<file path="src/source/spi_pkg.sv">
`default_nettype none

package spi_pkg;

   // the peripheral answers in a 256 byte window
   localparam logic [31:0] spi_base_addr = 32'h2001_0000;
   localparam logic [31:0] spi_mask_addr = 32'h0000_00FF;

   // register offsets, low five address bits
   localparam logic [4:0] off_ctrl   = 5'h00;
   localparam logic [4:0] off_status = 5'h04;
   localparam logic [4:0] off_rxdata = 5'h08;
   localparam logic [4:0] off_txdata = 5'h0C;
   localparam logic [4:0] off_div    = 5'h10;

   localparam logic [1:0] resp_okay   = 2'b00;
   localparam logic [1:0] resp_slverr = 2'b10;

   // encoding follows wstrb bits 3 and 1
   typedef enum logic [1:0] {
      len_1b = 2'b00,
      len_2b = 2'b01,
      len_4b = 2'b11
   } spi_len_e;

   // control register layout, cpol is bit 0
   typedef struct packed {
      logic [28:0] rsvd;
      logic        lsb_first;
      logic        cpha;
      logic        cpol;
   } spi_ctrl_t;

   // one configuration word, read as plain bits or as control fields
   typedef union packed {
      logic [31:0] raw;
      spi_ctrl_t   ctrl;
   } spi_cfg_word_u;

   typedef struct packed {
      logic        valid;
      logic        write;
      logic [4:0]  offset;
      logic [31:0] wdata;
      spi_len_e    len;
   } spi_req_t;

   typedef struct packed {
      logic       cpol;
      logic       cpha;
      logic       lsb_first;
      logic [7:0] div;
   } spi_cfg_t;

   typedef struct packed {
      logic        start;
      logic [31:0] data;
      spi_len_e    len;
   } spi_xfer_t;

   typedef struct packed {
      logic busy;
      logic done;
   } spi_stat_t;

endpackage

`default_nettype wire
</file>
<file path="src/source/spi_top.sv">
`timescale 1ns/100ps
`default_nettype none

module spi_top import spi_pkg::*; (
   input  wire          s_axi_aclk_i,
   input  wire          s_axi_aresetn_i,
   input  wire [31:0]   s_axi_awaddr_i,
   input  wire          s_axi_awvalid_i,
   output logic         s_axi_awready_o,
   input  wire [31:0]   s_axi_wdata_i,
   input  wire [3:0]    s_axi_wstrb_i,
   input  wire          s_axi_wvalid_i,
   output logic         s_axi_wready_o,
   output logic         s_axi_bvalid_o,
   output logic [1:0]   s_axi_bresp_o,
   input  wire          s_axi_bready_i,
   input  wire [31:0]   s_axi_araddr_i,
   input  wire          s_axi_arvalid_i,
   output logic         s_axi_arready_o,
   output logic         s_axi_rvalid_o,
   output logic [31:0]  s_axi_rdata_o,
   output logic [1:0]   s_axi_rresp_o,
   input  wire          s_axi_rready_i,
   output logic         spi_sclk_o,
   output logic         spi_mosi_o,
   output logic         spi_cs_n_o,
   input  wire          spi_miso_i
);

   spi_req_t    req;
   logic [31:0] reg_rdata;
   logic        reg_reject;
   spi_cfg_t    cfg;
   spi_xfer_t   xfer;
   spi_stat_t   stat;
   logic        rx_done;
   logic [31:0] rx_data;

   // bus front end
   spi_axi_ctrl i_spi_axi_ctrl (
      .s_axi_aclk_i    (s_axi_aclk_i),
      .s_axi_aresetn_i (s_axi_aresetn_i),
      .s_axi_awaddr_i  (s_axi_awaddr_i),
      .s_axi_awvalid_i (s_axi_awvalid_i),
      .s_axi_awready_o (s_axi_awready_o),
      .s_axi_wdata_i   (s_axi_wdata_i),
      .s_axi_wstrb_i   (s_axi_wstrb_i),
      .s_axi_wvalid_i  (s_axi_wvalid_i),
      .s_axi_wready_o  (s_axi_wready_o),
      .s_axi_bvalid_o  (s_axi_bvalid_o),
      .s_axi_bresp_o   (s_axi_bresp_o),
      .s_axi_bready_i  (s_axi_bready_i),
      .s_axi_araddr_i  (s_axi_araddr_i),
      .s_axi_arvalid_i (s_axi_arvalid_i),
      .s_axi_arready_o (s_axi_arready_o),
      .s_axi_rvalid_o  (s_axi_rvalid_o),
      .s_axi_rdata_o   (s_axi_rdata_o),
      .s_axi_rresp_o   (s_axi_rresp_o),
      .s_axi_rready_i  (s_axi_rready_i),
      .reg_rdata_i     (reg_rdata),
      .reg_reject_i    (reg_reject),
      .req_o           (req)
   );

   spi_regs i_spi_regs (
      .s_axi_aclk_i    (s_axi_aclk_i),
      .s_axi_aresetn_i (s_axi_aresetn_i),
      .req_i           (req),
      .stat_i          (stat),
      .rx_done_i       (rx_done),
      .rx_data_i       (rx_data),
      .rdata_o         (reg_rdata),
      .reject_o        (reg_reject),
      .cfg_o           (cfg),
      .xfer_o          (xfer)
   );

   // serial engine on the pins
   spi_shifter i_spi_shifter (
      .s_axi_aclk_i    (s_axi_aclk_i),
      .s_axi_aresetn_i (s_axi_aresetn_i),
      .cfg_i           (cfg),
      .xfer_i          (xfer),
      .spi_miso_i      (spi_miso_i),
      .spi_sclk_o      (spi_sclk_o),
      .spi_mosi_o      (spi_mosi_o),
      .spi_cs_n_o      (spi_cs_n_o),
      .stat_o          (stat),
      .rx_done_o       (rx_done),
      .rx_data_o       (rx_data)
   );

endmodule

`default_nettype wire

</file>
<file path="src/source/spi_shifter.sv">
`timescale 1ns/100ps
`default_nettype none

module spi_shifter import spi_pkg::*; (
   input  wire             s_axi_aclk_i,
   input  wire             s_axi_aresetn_i,
   input  wire spi_cfg_t   cfg_i,
   input  wire spi_xfer_t  xfer_i,
   input  wire             spi_miso_i,
   output logic            spi_sclk_o,
   output logic            spi_mosi_o,
   output logic            spi_cs_n_o,
   output spi_stat_t       stat_o,
   output logic            rx_done_o,
   output logic [31:0]     rx_data_o
);

   logic        busy_q;
   logic        done_q;
   logic        cs_n_q;
   logic        sclk_q;
   logic        mosi_q;
   logic        rx_done_q;
   logic [7:0]  div_cnt_q;
   logic [6:0]  edge_cnt_q;
   logic [5:0]  nbits_q;
   logic [31:0] tx_sh_q;
   logic [31:0] rx_sh_q;
   logic [31:0] rx_data_q;

   logic [5:0]  nbits_w;
   logic [31:0] tx_load;
   logic        launch;
   logic        tick;
   logic        last_phase;
   logic        sample_now;

   function automatic logic out_bit(input logic [31:0] w, input logic lsb);
      return lsb ? w[0] : w[31];
   endfunction

   function automatic logic [31:0] shift_out(input logic [31:0] w, input logic lsb);
      return lsb ? {1'b0, w[31:1]} : {w[30:0], 1'b0};
   endfunction

   always_comb begin
      case (xfer_i.len)
         len_1b:  nbits_w = 6'd8;
         len_2b:  nbits_w = 6'd16;
         default: nbits_w = 6'd32;
      endcase
   end

   // msb first sends from bit 31, so the word is moved to the top
   assign tx_load = cfg_i.lsb_first ? xfer_i.data : xfer_i.data << (6'd32 - nbits_w);

   assign launch     = ~busy_q & xfer_i.start;
   assign tick       = div_cnt_q == cfg_i.div;
   assign last_phase = edge_cnt_q == {nbits_q, 1'b0};
   // cpha 0 samples on leading edges, cpha 1 on trailing ones
   assign sample_now = edge_cnt_q[0] == cfg_i.cpha;

   always_ff @(posedge s_axi_aclk_i) begin
      if (!s_axi_aresetn_i) begin
         busy_q     <= 1'b0;
         done_q     <= 1'b0;
         cs_n_q     <= 1'b1;
         sclk_q     <= 1'b0;
         mosi_q     <= 1'b0;
         rx_done_q  <= 1'b0;
         div_cnt_q  <= '0;
         edge_cnt_q <= '0;
      end else begin
         rx_done_q <= 1'b0;
         if (!busy_q) begin
            sclk_q <= cfg_i.cpol;
            if (launch) begin
               busy_q     <= 1'b1;
               done_q     <= 1'b0;
               cs_n_q     <= 1'b0;
               div_cnt_q  <= '0;
               edge_cnt_q <= '0;
               // with cpha 0 the first bit must be on the line before the first edge
               if (!cfg_i.cpha) begin
                  mosi_q <= out_bit(tx_load, cfg_i.lsb_first);
               end
            end
         end else if (!tick) begin
            div_cnt_q <= div_cnt_q + 8'd1;
         end else begin
            div_cnt_q <= '0;
            if (last_phase) begin
               // one idle half period after the last edge, then release cs_n
               busy_q    <= 1'b0;
               done_q    <= 1'b1;
               cs_n_q    <= 1'b1;
               rx_done_q <= 1'b1;
            end else begin
               sclk_q     <= ~sclk_q;
               edge_cnt_q <= edge_cnt_q + 7'd1;
               if (!sample_now) begin
                  mosi_q <= out_bit(tx_sh_q, cfg_i.lsb_first);
               end
            end
         end
      end
   end

   always_ff @(posedge s_axi_aclk_i) begin
      if (launch) begin
         nbits_q <= nbits_w;
         rx_sh_q <= '0;
         tx_sh_q <= cfg_i.cpha ? tx_load : shift_out(tx_load, cfg_i.lsb_first);
      end else if (busy_q && tick && !last_phase) begin
         if (sample_now) begin
            rx_sh_q <= cfg_i.lsb_first ? {spi_miso_i, rx_sh_q[31:1]}
                                       : {rx_sh_q[30:0], spi_miso_i};
         end else begin
            tx_sh_q <= shift_out(tx_sh_q, cfg_i.lsb_first);
         end
      end
      // lsb first fills from the top, pull it down to bit 0
      if (busy_q && tick && last_phase) begin
         rx_data_q <= cfg_i.lsb_first ? rx_sh_q >> (6'd32 - nbits_q) : rx_sh_q;
      end
   end

   assign spi_sclk_o = sclk_q;
   assign spi_mosi_o = mosi_q;
   assign spi_cs_n_o = cs_n_q;
   assign stat_o     = '{busy: busy_q, done: done_q};
   assign rx_done_o  = rx_done_q;
   assign rx_data_o  = rx_data_q;

   a_cs_during_busy: assert property (@(posedge s_axi_aclk_i) disable iff (!s_axi_aresetn_i)
      stat_o.busy |-> !spi_cs_n_o)
      else $error("chip select released during a transfer");

endmodule

`default_nettype wire

</file>
<file path="src/source/spi_regs.sv">
`timescale 1ns/100ps
`default_nettype none

module spi_regs import spi_pkg::*; (
   input  wire            s_axi_aclk_i,
   input  wire            s_axi_aresetn_i,
   input  wire spi_req_t  req_i,
   input  wire spi_stat_t stat_i,
   input  wire            rx_done_i,
   input  wire [31:0]     rx_data_i,
   output logic [31:0]    rdata_o,
   output logic           reject_o,
   output spi_cfg_t       cfg_o,
   output spi_xfer_t      xfer_o
);

   spi_cfg_word_u ctrl_q;
   spi_cfg_word_u div_q;
   spi_cfg_word_u wr_word;
   logic [31:0]   tx_q;
   spi_len_e      len_q;
   logic          start_q;
   logic [31:0]   rx_q;
   logic          done_q;
   logic          busy_w;
   logic          wr_ok;
   logic          rd_rx;

   // launch cycle and capture cycle both count as busy
   assign busy_w   = stat_i.busy | start_q | rx_done_i;
   assign reject_o = req_i.valid & req_i.write & busy_w;
   assign wr_ok    = req_i.valid & req_i.write & ~busy_w;
   assign rd_rx    = req_i.valid & ~req_i.write & (req_i.offset == off_rxdata);
   assign wr_word  = req_i.wdata;

   always_ff @(posedge s_axi_aclk_i) begin
      if (!s_axi_aresetn_i) begin
         ctrl_q.raw <= '0;
         div_q.raw  <= '0;
         start_q    <= 1'b0;
         done_q     <= 1'b0;
      end else begin
         start_q <= 1'b0;
         if (wr_ok) begin
            case (req_i.offset)
               off_ctrl: ctrl_q.ctrl <= '{rsvd: '0,
                                          lsb_first: wr_word.ctrl.lsb_first,
                                          cpha: wr_word.ctrl.cpha,
                                          cpol: wr_word.ctrl.cpol};
               off_div:    div_q.raw <= {24'h0, wr_word.raw[7:0]};
               off_txdata: start_q   <= 1'b1;
               default: ;
            endcase
         end
         // sticky until the received word is read
         if (rx_done_i) begin
            done_q <= 1'b1;
         end else if (rd_rx) begin
            done_q <= 1'b0;
         end
      end
   end

   always_ff @(posedge s_axi_aclk_i) begin
      if (wr_ok && req_i.offset == off_txdata) begin
         tx_q  <= req_i.wdata;
         len_q <= req_i.len;
      end
      if (rx_done_i) begin
         rx_q <= rx_data_i;
      end
   end

   // engine done drops on a new start, so a stale flag is hidden
   always_comb begin
      case (req_i.offset)
         off_ctrl:   rdata_o = ctrl_q.raw;
         off_status: rdata_o = {30'h0, done_q & stat_i.done, stat_i.busy | rx_done_i};
         off_rxdata: rdata_o = rx_q;
         off_div:    rdata_o = div_q.raw;
         default:    rdata_o = 32'h0;
      endcase
   end

   assign cfg_o = '{cpol: ctrl_q.ctrl.cpol,
                    cpha: ctrl_q.ctrl.cpha,
                    lsb_first: ctrl_q.ctrl.lsb_first,
                    div: div_q.raw[7:0]};

   assign xfer_o = '{start: start_q, data: tx_q, len: len_q};

   a_start_idle: assert property (@(posedge s_axi_aclk_i) disable iff (!s_axi_aresetn_i)
      xfer_o.start |-> !stat_i.busy)
      else $error("transfer launched while the shifter is busy");

endmodule

`default_nettype wire

</file>
<file path="src/source/spi_axi_ctrl.sv">
`timescale 1ns/100ps
`default_nettype none

module spi_axi_ctrl import spi_pkg::*; (
   input  wire          s_axi_aclk_i,
   input  wire          s_axi_aresetn_i,
   input  wire [31:0]   s_axi_awaddr_i,
   input  wire          s_axi_awvalid_i,
   output logic         s_axi_awready_o,
   input  wire [31:0]   s_axi_wdata_i,
   input  wire [3:0]    s_axi_wstrb_i,
   input  wire          s_axi_wvalid_i,
   output logic         s_axi_wready_o,
   output logic         s_axi_bvalid_o,
   output logic [1:0]   s_axi_bresp_o,
   input  wire          s_axi_bready_i,
   input  wire [31:0]   s_axi_araddr_i,
   input  wire          s_axi_arvalid_i,
   output logic         s_axi_arready_o,
   output logic         s_axi_rvalid_o,
   output logic [31:0]  s_axi_rdata_o,
   output logic [1:0]   s_axi_rresp_o,
   input  wire          s_axi_rready_i,
   input  wire [31:0]   reg_rdata_i,
   input  wire          reg_reject_i,
   output spi_req_t     req_o
);

   logic        rd_acc;
   logic        wr_acc;
   logic        rd_legal;
   logic        wr_legal;
   logic        len_ok;
   spi_len_e    wr_len;
   logic [7:0]  rd_low;
   logic [7:0]  wr_low;

   logic        bvalid_q;
   logic [1:0]  bresp_q;
   logic        rvalid_q;
   logic [1:0]  rresp_q;
   logic [31:0] rdata_q;

   function automatic logic hit(input logic [7:0] low, input logic [4:0] off);
      return low == {3'b000, off};
   endfunction

   // one request per cycle, a read wins when both channels arrive together
   assign rd_acc = s_axi_arvalid_i & ~rvalid_q;
   assign wr_acc = s_axi_awvalid_i & s_axi_wvalid_i & ~bvalid_q & ~rd_acc;

   assign s_axi_arready_o = rd_acc;
   assign s_axi_awready_o = wr_acc;
   assign s_axi_wready_o  = wr_acc;

   assign rd_low = s_axi_araddr_i[7:0];
   assign wr_low = s_axi_awaddr_i[7:0];

   // strobe to transfer length
   always_comb begin
      len_ok = 1'b1;
      case (s_axi_wstrb_i)
         4'b0001: wr_len = len_1b;
         4'b0011: wr_len = len_2b;
         4'b1111: wr_len = len_4b;
         default: begin
            wr_len = len_4b;
            len_ok = 1'b0;
         end
      endcase
   end

   // txdata is write only, status and rxdata are read only
   assign rd_legal = ((s_axi_araddr_i & ~spi_mask_addr) == spi_base_addr) &
                     (hit(rd_low, off_ctrl) | hit(rd_low, off_status) |
                      hit(rd_low, off_rxdata) | hit(rd_low, off_div));

   assign wr_legal = ((s_axi_awaddr_i & ~spi_mask_addr) == spi_base_addr) &
                     (hit(wr_low, off_ctrl) | hit(wr_low, off_div) |
                      (hit(wr_low, off_txdata) & len_ok));

   // illegal accesses stay here and never strobe the register file
   always_comb begin
      req_o = '0;
      if (rd_acc) begin
         req_o.valid  = rd_legal;
         req_o.offset = s_axi_araddr_i[4:0];
      end else if (wr_acc) begin
         req_o.valid  = wr_legal;
         req_o.write  = 1'b1;
         req_o.offset = s_axi_awaddr_i[4:0];
         req_o.wdata  = s_axi_wdata_i;
         req_o.len    = wr_len;
      end
   end

   always_ff @(posedge s_axi_aclk_i) begin
      if (!s_axi_aresetn_i) begin
         bvalid_q <= 1'b0;
         rvalid_q <= 1'b0;
      end else begin
         if (wr_acc) begin
            bvalid_q <= 1'b1;
         end else if (s_axi_bready_i) begin
            bvalid_q <= 1'b0;
         end
         if (rd_acc) begin
            rvalid_q <= 1'b1;
         end else if (s_axi_rready_i) begin
            rvalid_q <= 1'b0;
         end
      end
   end

   // response payload is loaded on acceptance and held until taken
   always_ff @(posedge s_axi_aclk_i) begin
      if (wr_acc) begin
         bresp_q <= (wr_legal && !reg_reject_i) ? resp_okay : resp_slverr;
      end
      if (rd_acc) begin
         rresp_q <= rd_legal ? resp_okay : resp_slverr;
         rdata_q <= rd_legal ? reg_rdata_i : 32'h0;
      end
   end

   assign s_axi_bvalid_o = bvalid_q;
   assign s_axi_bresp_o  = bresp_q;
   assign s_axi_rvalid_o = rvalid_q;
   assign s_axi_rresp_o  = rresp_q;
   assign s_axi_rdata_o  = rdata_q;

   a_bvalid_hold: assert property (@(posedge s_axi_aclk_i) disable iff (!s_axi_aresetn_i)
      s_axi_bvalid_o && !s_axi_bready_i |=> s_axi_bvalid_o && $stable(s_axi_bresp_o))
      else $error("write response dropped before bready");

   a_rvalid_hold: assert property (@(posedge s_axi_aclk_i) disable iff (!s_axi_aresetn_i)
      s_axi_rvalid_o && !s_axi_rready_i |=> s_axi_rvalid_o && $stable(s_axi_rdata_o))
      else $error("read response changed before rready");

   a_no_req_pending: assert property (@(posedge s_axi_aclk_i) disable iff (!s_axi_aresetn_i)
      req_o.valid |-> !(req_o.write ? s_axi_bvalid_o : s_axi_rvalid_o))
      else $error("register request issued with its response still pending");

endmodule

`default_nettype wire

</file>
<file path="config.mk">
export PLATFORM = sky130hd
export DESIGN_NAME = spi_top
export DESIGN_NICKNAME = d
export VERILOG_FILES = /design/src/source/spi_pkg.sv /design/src/source/spi_top.sv /design/src/source/spi_shifter.sv /design/src/source/spi_regs.sv /design/src/source/spi_axi_ctrl.sv
export SDC_FILE = /design/constraint.sdc
export NUM_CORES = 1
export LEC_CHECK = 0
export BUFFER_PORTS_ARGS = -buffer_cell sky130_fd_sc_hd__buf_4
export CORE_UTILIZATION = 59
export CTS_CLUSTER_SIZE = 25
export DETAILED_ROUTE_END_ITERATION = 8
export GPL_ROUTABILITY_DRIVEN = 0
export PLACE_DENSITY = 0.79
export SLEW_MARGIN = 20
export SYNTH_ARGS = -nofsm -noshare
export SYNTH_HDL_FRONTEND = slang
export SYNTH_SLANG_ARGS = --single-unit
</file>
<file path="constraint.sdc">
create_clock -name s_axi_aclk_i -period 5 [get_ports s_axi_aclk_i]
set_clock_uncertainty 0.2 [all_clocks]
set_input_delay 0 -clock s_axi_aclk_i [delete_from_list [all_inputs] [get_ports s_axi_aclk_i]]
set_output_delay 0 -clock s_axi_aclk_i [all_outputs]
set_load 0.05 [all_outputs]
</file>
==> results of run 1 <==
-- critical path: stages --
cell	delay, ns
dlygate4sd3_1	0.56
buf_4	0.15
nor4b_1	0.33
dlygate4sd3_1	0.60
nand2_1	0.07
dlygate4sd3_1	0.60
nor4_2	0.40
dlygate4sd3_1	0.77
nand4_1	0.12
dlygate4sd3_1	0.58
a21oi_1	0.14
dlygate4sd3_1	0.56
-- routing by layer --
layer | wire (um) | track usage [%]
met1 | 12400 | 37.7
met2 | 14100 | 45.9
met3 | 2190 | 4.26
met4 | 1240 | 12.9
met5 | 0 | 0
-- cells by family (layout without fill, tap and decap cells) --
| kind of cell | after synthesis | after routing |
|---|---|---|
| xor gates and xnor gates | 20 | 20 |
| buffers and inverters | 120 | 313 |
| adders and majority gates | 5 | 5 |
| muxes | 149 | 149 |
| other | 1 | 2 |
| DFF | 235 | 235 |
| and+or+nand+nor | 313 | 313 |
| AOI/OAI and AO/OA | 224 | 224 |
-- registers in the layout, indices dropped and copies added, names as in the netlist, 2 cells and up --
name / cells
i_spi_shifter.nbits_q: 3
i_spi_regs.tx_q: 32
i_spi_axi_ctrl.s_axi_rdata_o: 32
i_spi_regs.div_q: 8
i_spi_shifter.edge_cnt_q: 7
i_spi_shifter.rx_data_o: 32
i_spi_shifter.rx_sh_q: 32
i_spi_regs.len_q: 2
i_spi_shifter.div_cnt_q: 8
i_spi_regs.rx_q: 32
i_spi_regs.ctrl_q: 3
i_spi_shifter.tx_sh_q: 32
-- report_power, final --
part           internal [uW]  leakage [uW]  switching, uW
clock                   1070      0.000406            745
combinational            154       0.00295            170
sequential              2100       0.00207           33.4
total                   3330       0.00543            948
-- stage by stage --
stage	worst slack [ns]	utilization, %	power, uW	hold slack (ns)	cell area, um^2
after CTS	0.591	73.3	4290	0.00746	14800
after floorplan	0.673	-	2330	-0.0182	12100
after detailed placement	1.69	65.9	2460	0.0940	13300
after global routing	0.329	73.3	4400	0.0694	14800
final	0.407	73.3	4280	0.0469	14800
after global placement	1.74	65.9	2450	0.0704	13300
-- layout make-up --
class                   instances  area (um^2)
flip-flops and latches        235         6380
fillers                      1336         5400
multi-input cells             713         5260
repair buffers                231         1900
clock buffers                  32          686
well taps                     270          338
inverters                      36          140
clock inverters                14          126
-- path summary, 6_finish.rpt --
check                                      from                         endpoint  slack (ns)  cells past startpoint
setup / recovery             s_axi_awaddr_i[13]              i_spi_regs.div_q[6]        0.41                     12
hold / removal               s_axi_araddr_i[21]  i_spi_axi_ctrl.s_axi_rresp_o[1]        0.05                      4
setup reg to reg  i_spi_axi_ctrl.s_axi_bvalid_o              i_spi_regs.div_q[6]        1.05                      8
hold reg to reg     i_spi_shifter.rx_data_o[23]              i_spi_regs.rx_q[23]        0.22                      0
-- cell usage in the layout, fill, tap and decap left out, types with 4 or more instances in the layout --
master	n
mux4_2	10
a211oi_2	15
nand4_1	17
nand3b_1	4
nor2b_1	16
nand2_1	51
a22oi_1	18
o21ai_0	38
ha_1	4
a21oi_1	56
and2_1	31
and3_1	35
inv_1	34
nor2_1	58
or3_1	4
o221ai_1	5
nor4b_1	5
dfxtp_1	66
o211ai_1	6
a222oi_1	13
a31oi_1	8
a221oi_1	5
o22ai_1	13
xnor2_1	11
mux2i_1	96
dlygate4sd3_1	68
a22o_1	10
xor2_1	9
buf_4	163
edfxtp_1	167
nor3_1	19
mux2_2	43
clkbuf_16	25
nand3_1	30
nor4_1	15
clkinv_2	6
a211oi_1	18
nand2b_1	7
-- what timing repair did --
action / in CTS / in global routing
gates resized for setup: 0 / 0
hold buffers: 68 / 0
hold endpoints to repair: 74 / 0
buffers inserted: 0 / 0
==> impl_metrics.py, run 1 <==
metrics = {
    "status": {
        "outcome": "finished clean",
    },
    "synthesis": {
        "synth.top_cell.area_share_pct": 41.3,
        "netlist_instances": 1067,
        "synth_edf_count": 167,
        "synth-xor-area-share_pct": 1.44,
        "synth-compound-area-share_pct": 13.1,
        "synthTopCellsByCount": "167 x edfxtp_1, 96 x mux2i_1, 68 x dfxtp_1",
        "ys_top_cells_by_area": "edfxtp_1 41%, dfxtp_1 11%, mux2i_1 7.9%",
        "synthFlopType": "edfxtp_1",
        "synth_adder_area_share_pct": 0.515,
        "synth_top_family_by_area": "simple AND/OR/NAND/NOR gates",
        "yosysMostFrequentCell": "edfxtp_1",
        "syn-mean-instance-area_um2": 11.4,
        "ys_seq_area_share_pct": 52.5,
        "synth-seq-cells": 235,
        "synth_area_leader_cell": "edfxtp_1",
        "yosys.area_share.simple_pct": 14.1,
        "yosysUniqueCellTypes": 72,
        "ys_async_sr_fraction_pct": 0,
        "synth_area_mm2": 0.0121,
        "muxShareOfSynthArea_pct": 13.8,
        "yosys_warnings": 0,
    },
    "final_layout": {
        "drive_above_1_share_pct": 23.3,
        "area_growth_pct": 22.1,
        "antennaDiodeCount": 0,
        "stdcell_count": 1531,
        "nets": 1355,
    },
    "grt": {
        "grt_pass1_vias": 9147,
        "track_usage_pct": 28.3,
        "overflow": 0,
        "grt_pass1_wl_um": 47900,
        "antenna_found_initial": 0,
        "grt_max_degree": 60,
    },
    "critical_path": {
        "worst-setup-path-type": "in -> reg",
        "path_max_fanout": 8,
        "required_ns": 5.28,
        "end_kind": "register",
        "arrival_ns": 4.87,
        "start_kind": "input port",
    },
    "route": {
        "drt_iter0_markers": 988,
        "dr.pass1.iters": 5,
        "drt_wl_total_um": 29900,
        "wl_per_cell_um": 19.6,
        "remaining_drc_errors": 0,
        "vias_per_cell": 6.19,
        "vias": 9483,
        "final_antenna_net_count": 0,
    },
    "run": {
        "maxCapViolCount": 0,
    },
    "floorplan": {
        "start_util_pct": 60.0,
        "core-area_mm2": 0.0202,
        "placementRows": 52,
        "dieWidth_um": 145,
        "ios": 152,
        "die-height_um": 145,
        "dieArea_mm2": 0.0212,
    },
    "timing": {
        "hold_violations": 0,
        "maxSlewHeadroom_pct": 30.3,
        "drv_slew": 0,
        "worst_pin_slew_ns": 1.04,
        "setup_viol": 0,
        "rsz0062_at_grt": "false",
        "min_period_over_period_pct": 91.9,
        "post-route-min-period_ns": 4.59,
        "fmax_mhz": 218,
        "tns_ns": 0,
    },
    "cts": {
        "cts.sink_count": 235,
        "insertion_delay_ns": 0.54,
        "htree_levels": 1,
        "cts_tree": "built",
        "cts_buffers": 25,
        "cts_root_buffer": "clkbuf_16",
        "clkTransAtPathRegs_ns": 0.06,
        "cts_buffer_depth": 3,
    },
    "hold_path": {
        "min_path_type": "in -> reg",
    },
    "power_and_ir_drop": {
        "p_leak_uw": 0.00543,
        "peakVddDrop_mv": 0.268,
        "power_per_cell_area_mw_per_mm2": 288,
    },
    "placed_design": {
        "place_hpwl_um": 19100,
        "dp.cells": 1417,
        "port_buffers": 149,
    },
}
No activity file was read; power rests on OpenSTA's default activity.
==> run 2: changes to the inputs <==
- CORE_UTILIZATION: 59 -> 53
- PLACE_DENSITY: 0.79 -> 0.75
- clock period: 5 -> 4.1 ns (I/O delays scaled with it)
==> impl_metrics.py, run 2 (synthesis gave the netlist of run 1 again) <==
metrics = {
    "final_layout": {
        "area_growth_pct": 22.7,
        "multi_input_area_mm2": 0.00525,
        "layout_common_cells": "169 x buf_4, 167 x edfxtp_1, 96 x mux2i_1",
        "antennaDiodeCount": 0,
        "design_area_mm2": 0.0149,
        "mostFrequentLayoutCell": "buf_4",
        "drive_above_1_share_pct": 22.9,
        "stdcell_count": 1554,
        "register_area_mm2": 0.00638,
        "fillers": 1729,
        "nets": 1363,
    },
    "cts": {
        "cts.sink_count": 235,
        "htree_levels": 1,
        "postCtsSetupBuffers": 0,
        "cts_buffer_depth": 3,
        "ctsResizeCount": 0,
        "insertion_delay_ns": 0.53,
        "cts_root_buffer": "clkbuf_16",
        "cts_tree": "built",
        "cts_buffers": 25,
        "clkTransAtPathRegs_ns": 0.06,
    },
    "route": {
        "remaining_drc_errors": 0,
        "dr.pass1.iters": 6,
        "vias": 9336,
        "drt_iter0_markers": 722,
        "wl_per_cell_um": 18.7,
        "vias_per_cell": 6.01,
        "drt_wl_total_um": 29100,
        "final_antenna_net_count": 0,
    },
    "floorplan": {
        "ios": 152,
        "die-height_um": 153,
        "placementRows": 55,
        "dieArea_mm2": 0.0235,
        "core-area_mm2": 0.0226,
        "start_util_pct": 53.8,
        "dieWidth_um": 153,
    },
    "critical_path": {
        "path_max_fanout": 7,
        "required_ns": 4.34,
        "arrival_ns": 3.79,
        "start_kind": "input port",
        "worst-setup-path-type": "in -> reg",
        "end_kind": "register",
        "crit_slowest_cell": "dlygate4sd3_1",
        "worstReg2RegStart": "i_spi_regs.len_q[1]",
        "critPathLaunch": "s_axi_awaddr_i[6]",
        "slowest_delay_ns": 0.77,
        "path_cells": "dlygate4sd3_1 -> buf_4 -> nor4_1 -> dlygate4sd3_1 -> nand4_1 -> dlygate4sd3_1 -> nor4_2 -> dlygate4sd3_1 -> nand4_1 -> a21oi_1",
        "timing.critical_path.mode_cell": "dlygate4sd3_1",
    },
    "placed_design": {
        "place_area_mm2": 0.0134,
        "place_hpwl_um": 19100,
        "dp.cells": 1438,
        "port_buffers": 149,
    },
    "timing": {
        "setup_viol": 0,
        "maxSlewHeadroom_pct": 41.7,
        "hold_violations": 0,
        "worst_pin_slew_ns": 0.875,
        "rsz0062_at_grt": "false",
        "holdWs_ns": 0.0144,
        "drv_slew": 0,
        "tns_ns": 0,
        "min_period_over_period_pct": 86.6,
        "fmax_mhz": 282,
        "post-route-min-period_ns": 3.55,
    },
    "status": {
        "outcome": "finished clean",
    },
    "grt": {
        "antenna_found_initial": 0,
        "track_usage_pct": 24.9,
        "overflow": 0,
        "grt_max_degree": 60,
        "grt_pass1_vias": 9016,
        "grt_pass1_wl_um": 47100,
    },
    "run": {
        "maxCapViolCount": 0,
    },
    "hold_path": {
        "min_from": "s_axi_araddr_i[26]",
        "min_path_type": "in -> reg",
    },
    "power_and_ir_drop": {
        "power_per_cell_area_mw_per_mm2": 351,
        "peakVddDrop_mv": 0.327,
        "p_leak_uw": 0.00547,
    },
}
[run 2: changes by cell type in the layout (fill, tap and decap cells not counted), moves of 3 or more]
cell      before  now
clkbuf_1       3    6
clkinv_1       2    5
clkbuf_8       3    0
buf_4        163  169
[run 2: layout make-up]
class,count,share of cell area (%)
repair buffers,239,13.2
clock inverters,15,1.04
flip-flops and latches,235,42.8
inverters,36,0.941
multi-input cells,713,35.2
well taps,285,2.39
clock buffers,31,4.35
[run 2: what timing repair did]
item,4_1_cts,5_1_grt
hold buffers,67,4
hold endpoints to repair,73,7
endpoints found under the setup margin,0,1
[run 2: routing by layer]
layer,vias to the layer above,routed length [um],GRT usage (%)
met5,-,0,0
met4,0,1040,9.38
met3,83,1790,3.83
met2,341,13700,40.0
met1,4477,12600,34.2
li1,4435,-,-
[run 2: through the flow]
| stage | power (uW) | util (%) | setup slack [ns] |
|---|---|---|---|
| 2_1_floorplan | 2840 | - | 0.298 |
| 3_3_place_gp | 2990 | 59.3 | 1.09 |
| 3_5_place_dp | 3000 | 59.3 | 1.01 |
| 4_1_cts | 5250 | 65.9 | 0.329 |
| 5_1_grt | 5380 | 66.0 | 0.366 |
| 6_report | 5230 | 66.0 | 0.550 |
[run 2: final timing paths]
path / cells past startpoint / slack [ns] / endpoint
worst min register to register: 0 / 0.22 / i_spi_regs.rx_q[10]
worst max-delay path: 10 / 0.55 / i_spi_regs.div_q[6]
worst min-delay path: 4 / 0.01 / i_spi_axi_ctrl.s_axi_rresp_o[1]
worst max register to register: 6 / 0.92 / i_spi_shifter.tx_sh_q[3]
[run 2: worst max-delay path, delay by kind of cell]
kind / cells / cell delay, ns
buffers and inverters: 5 / 2.68
AOI/OAI and AO/OA: 1 / 0.20
and+or+nand+nor: 4 / 0.93
[run 2: report_power, final]
part / switching (uW) / leakage [uW] / internal [uW]
clock network: 918 / 0.000394 / 1310
logic: 205 / 0.00300 / 189
registers: 39.0 / 0.00207 / 2560
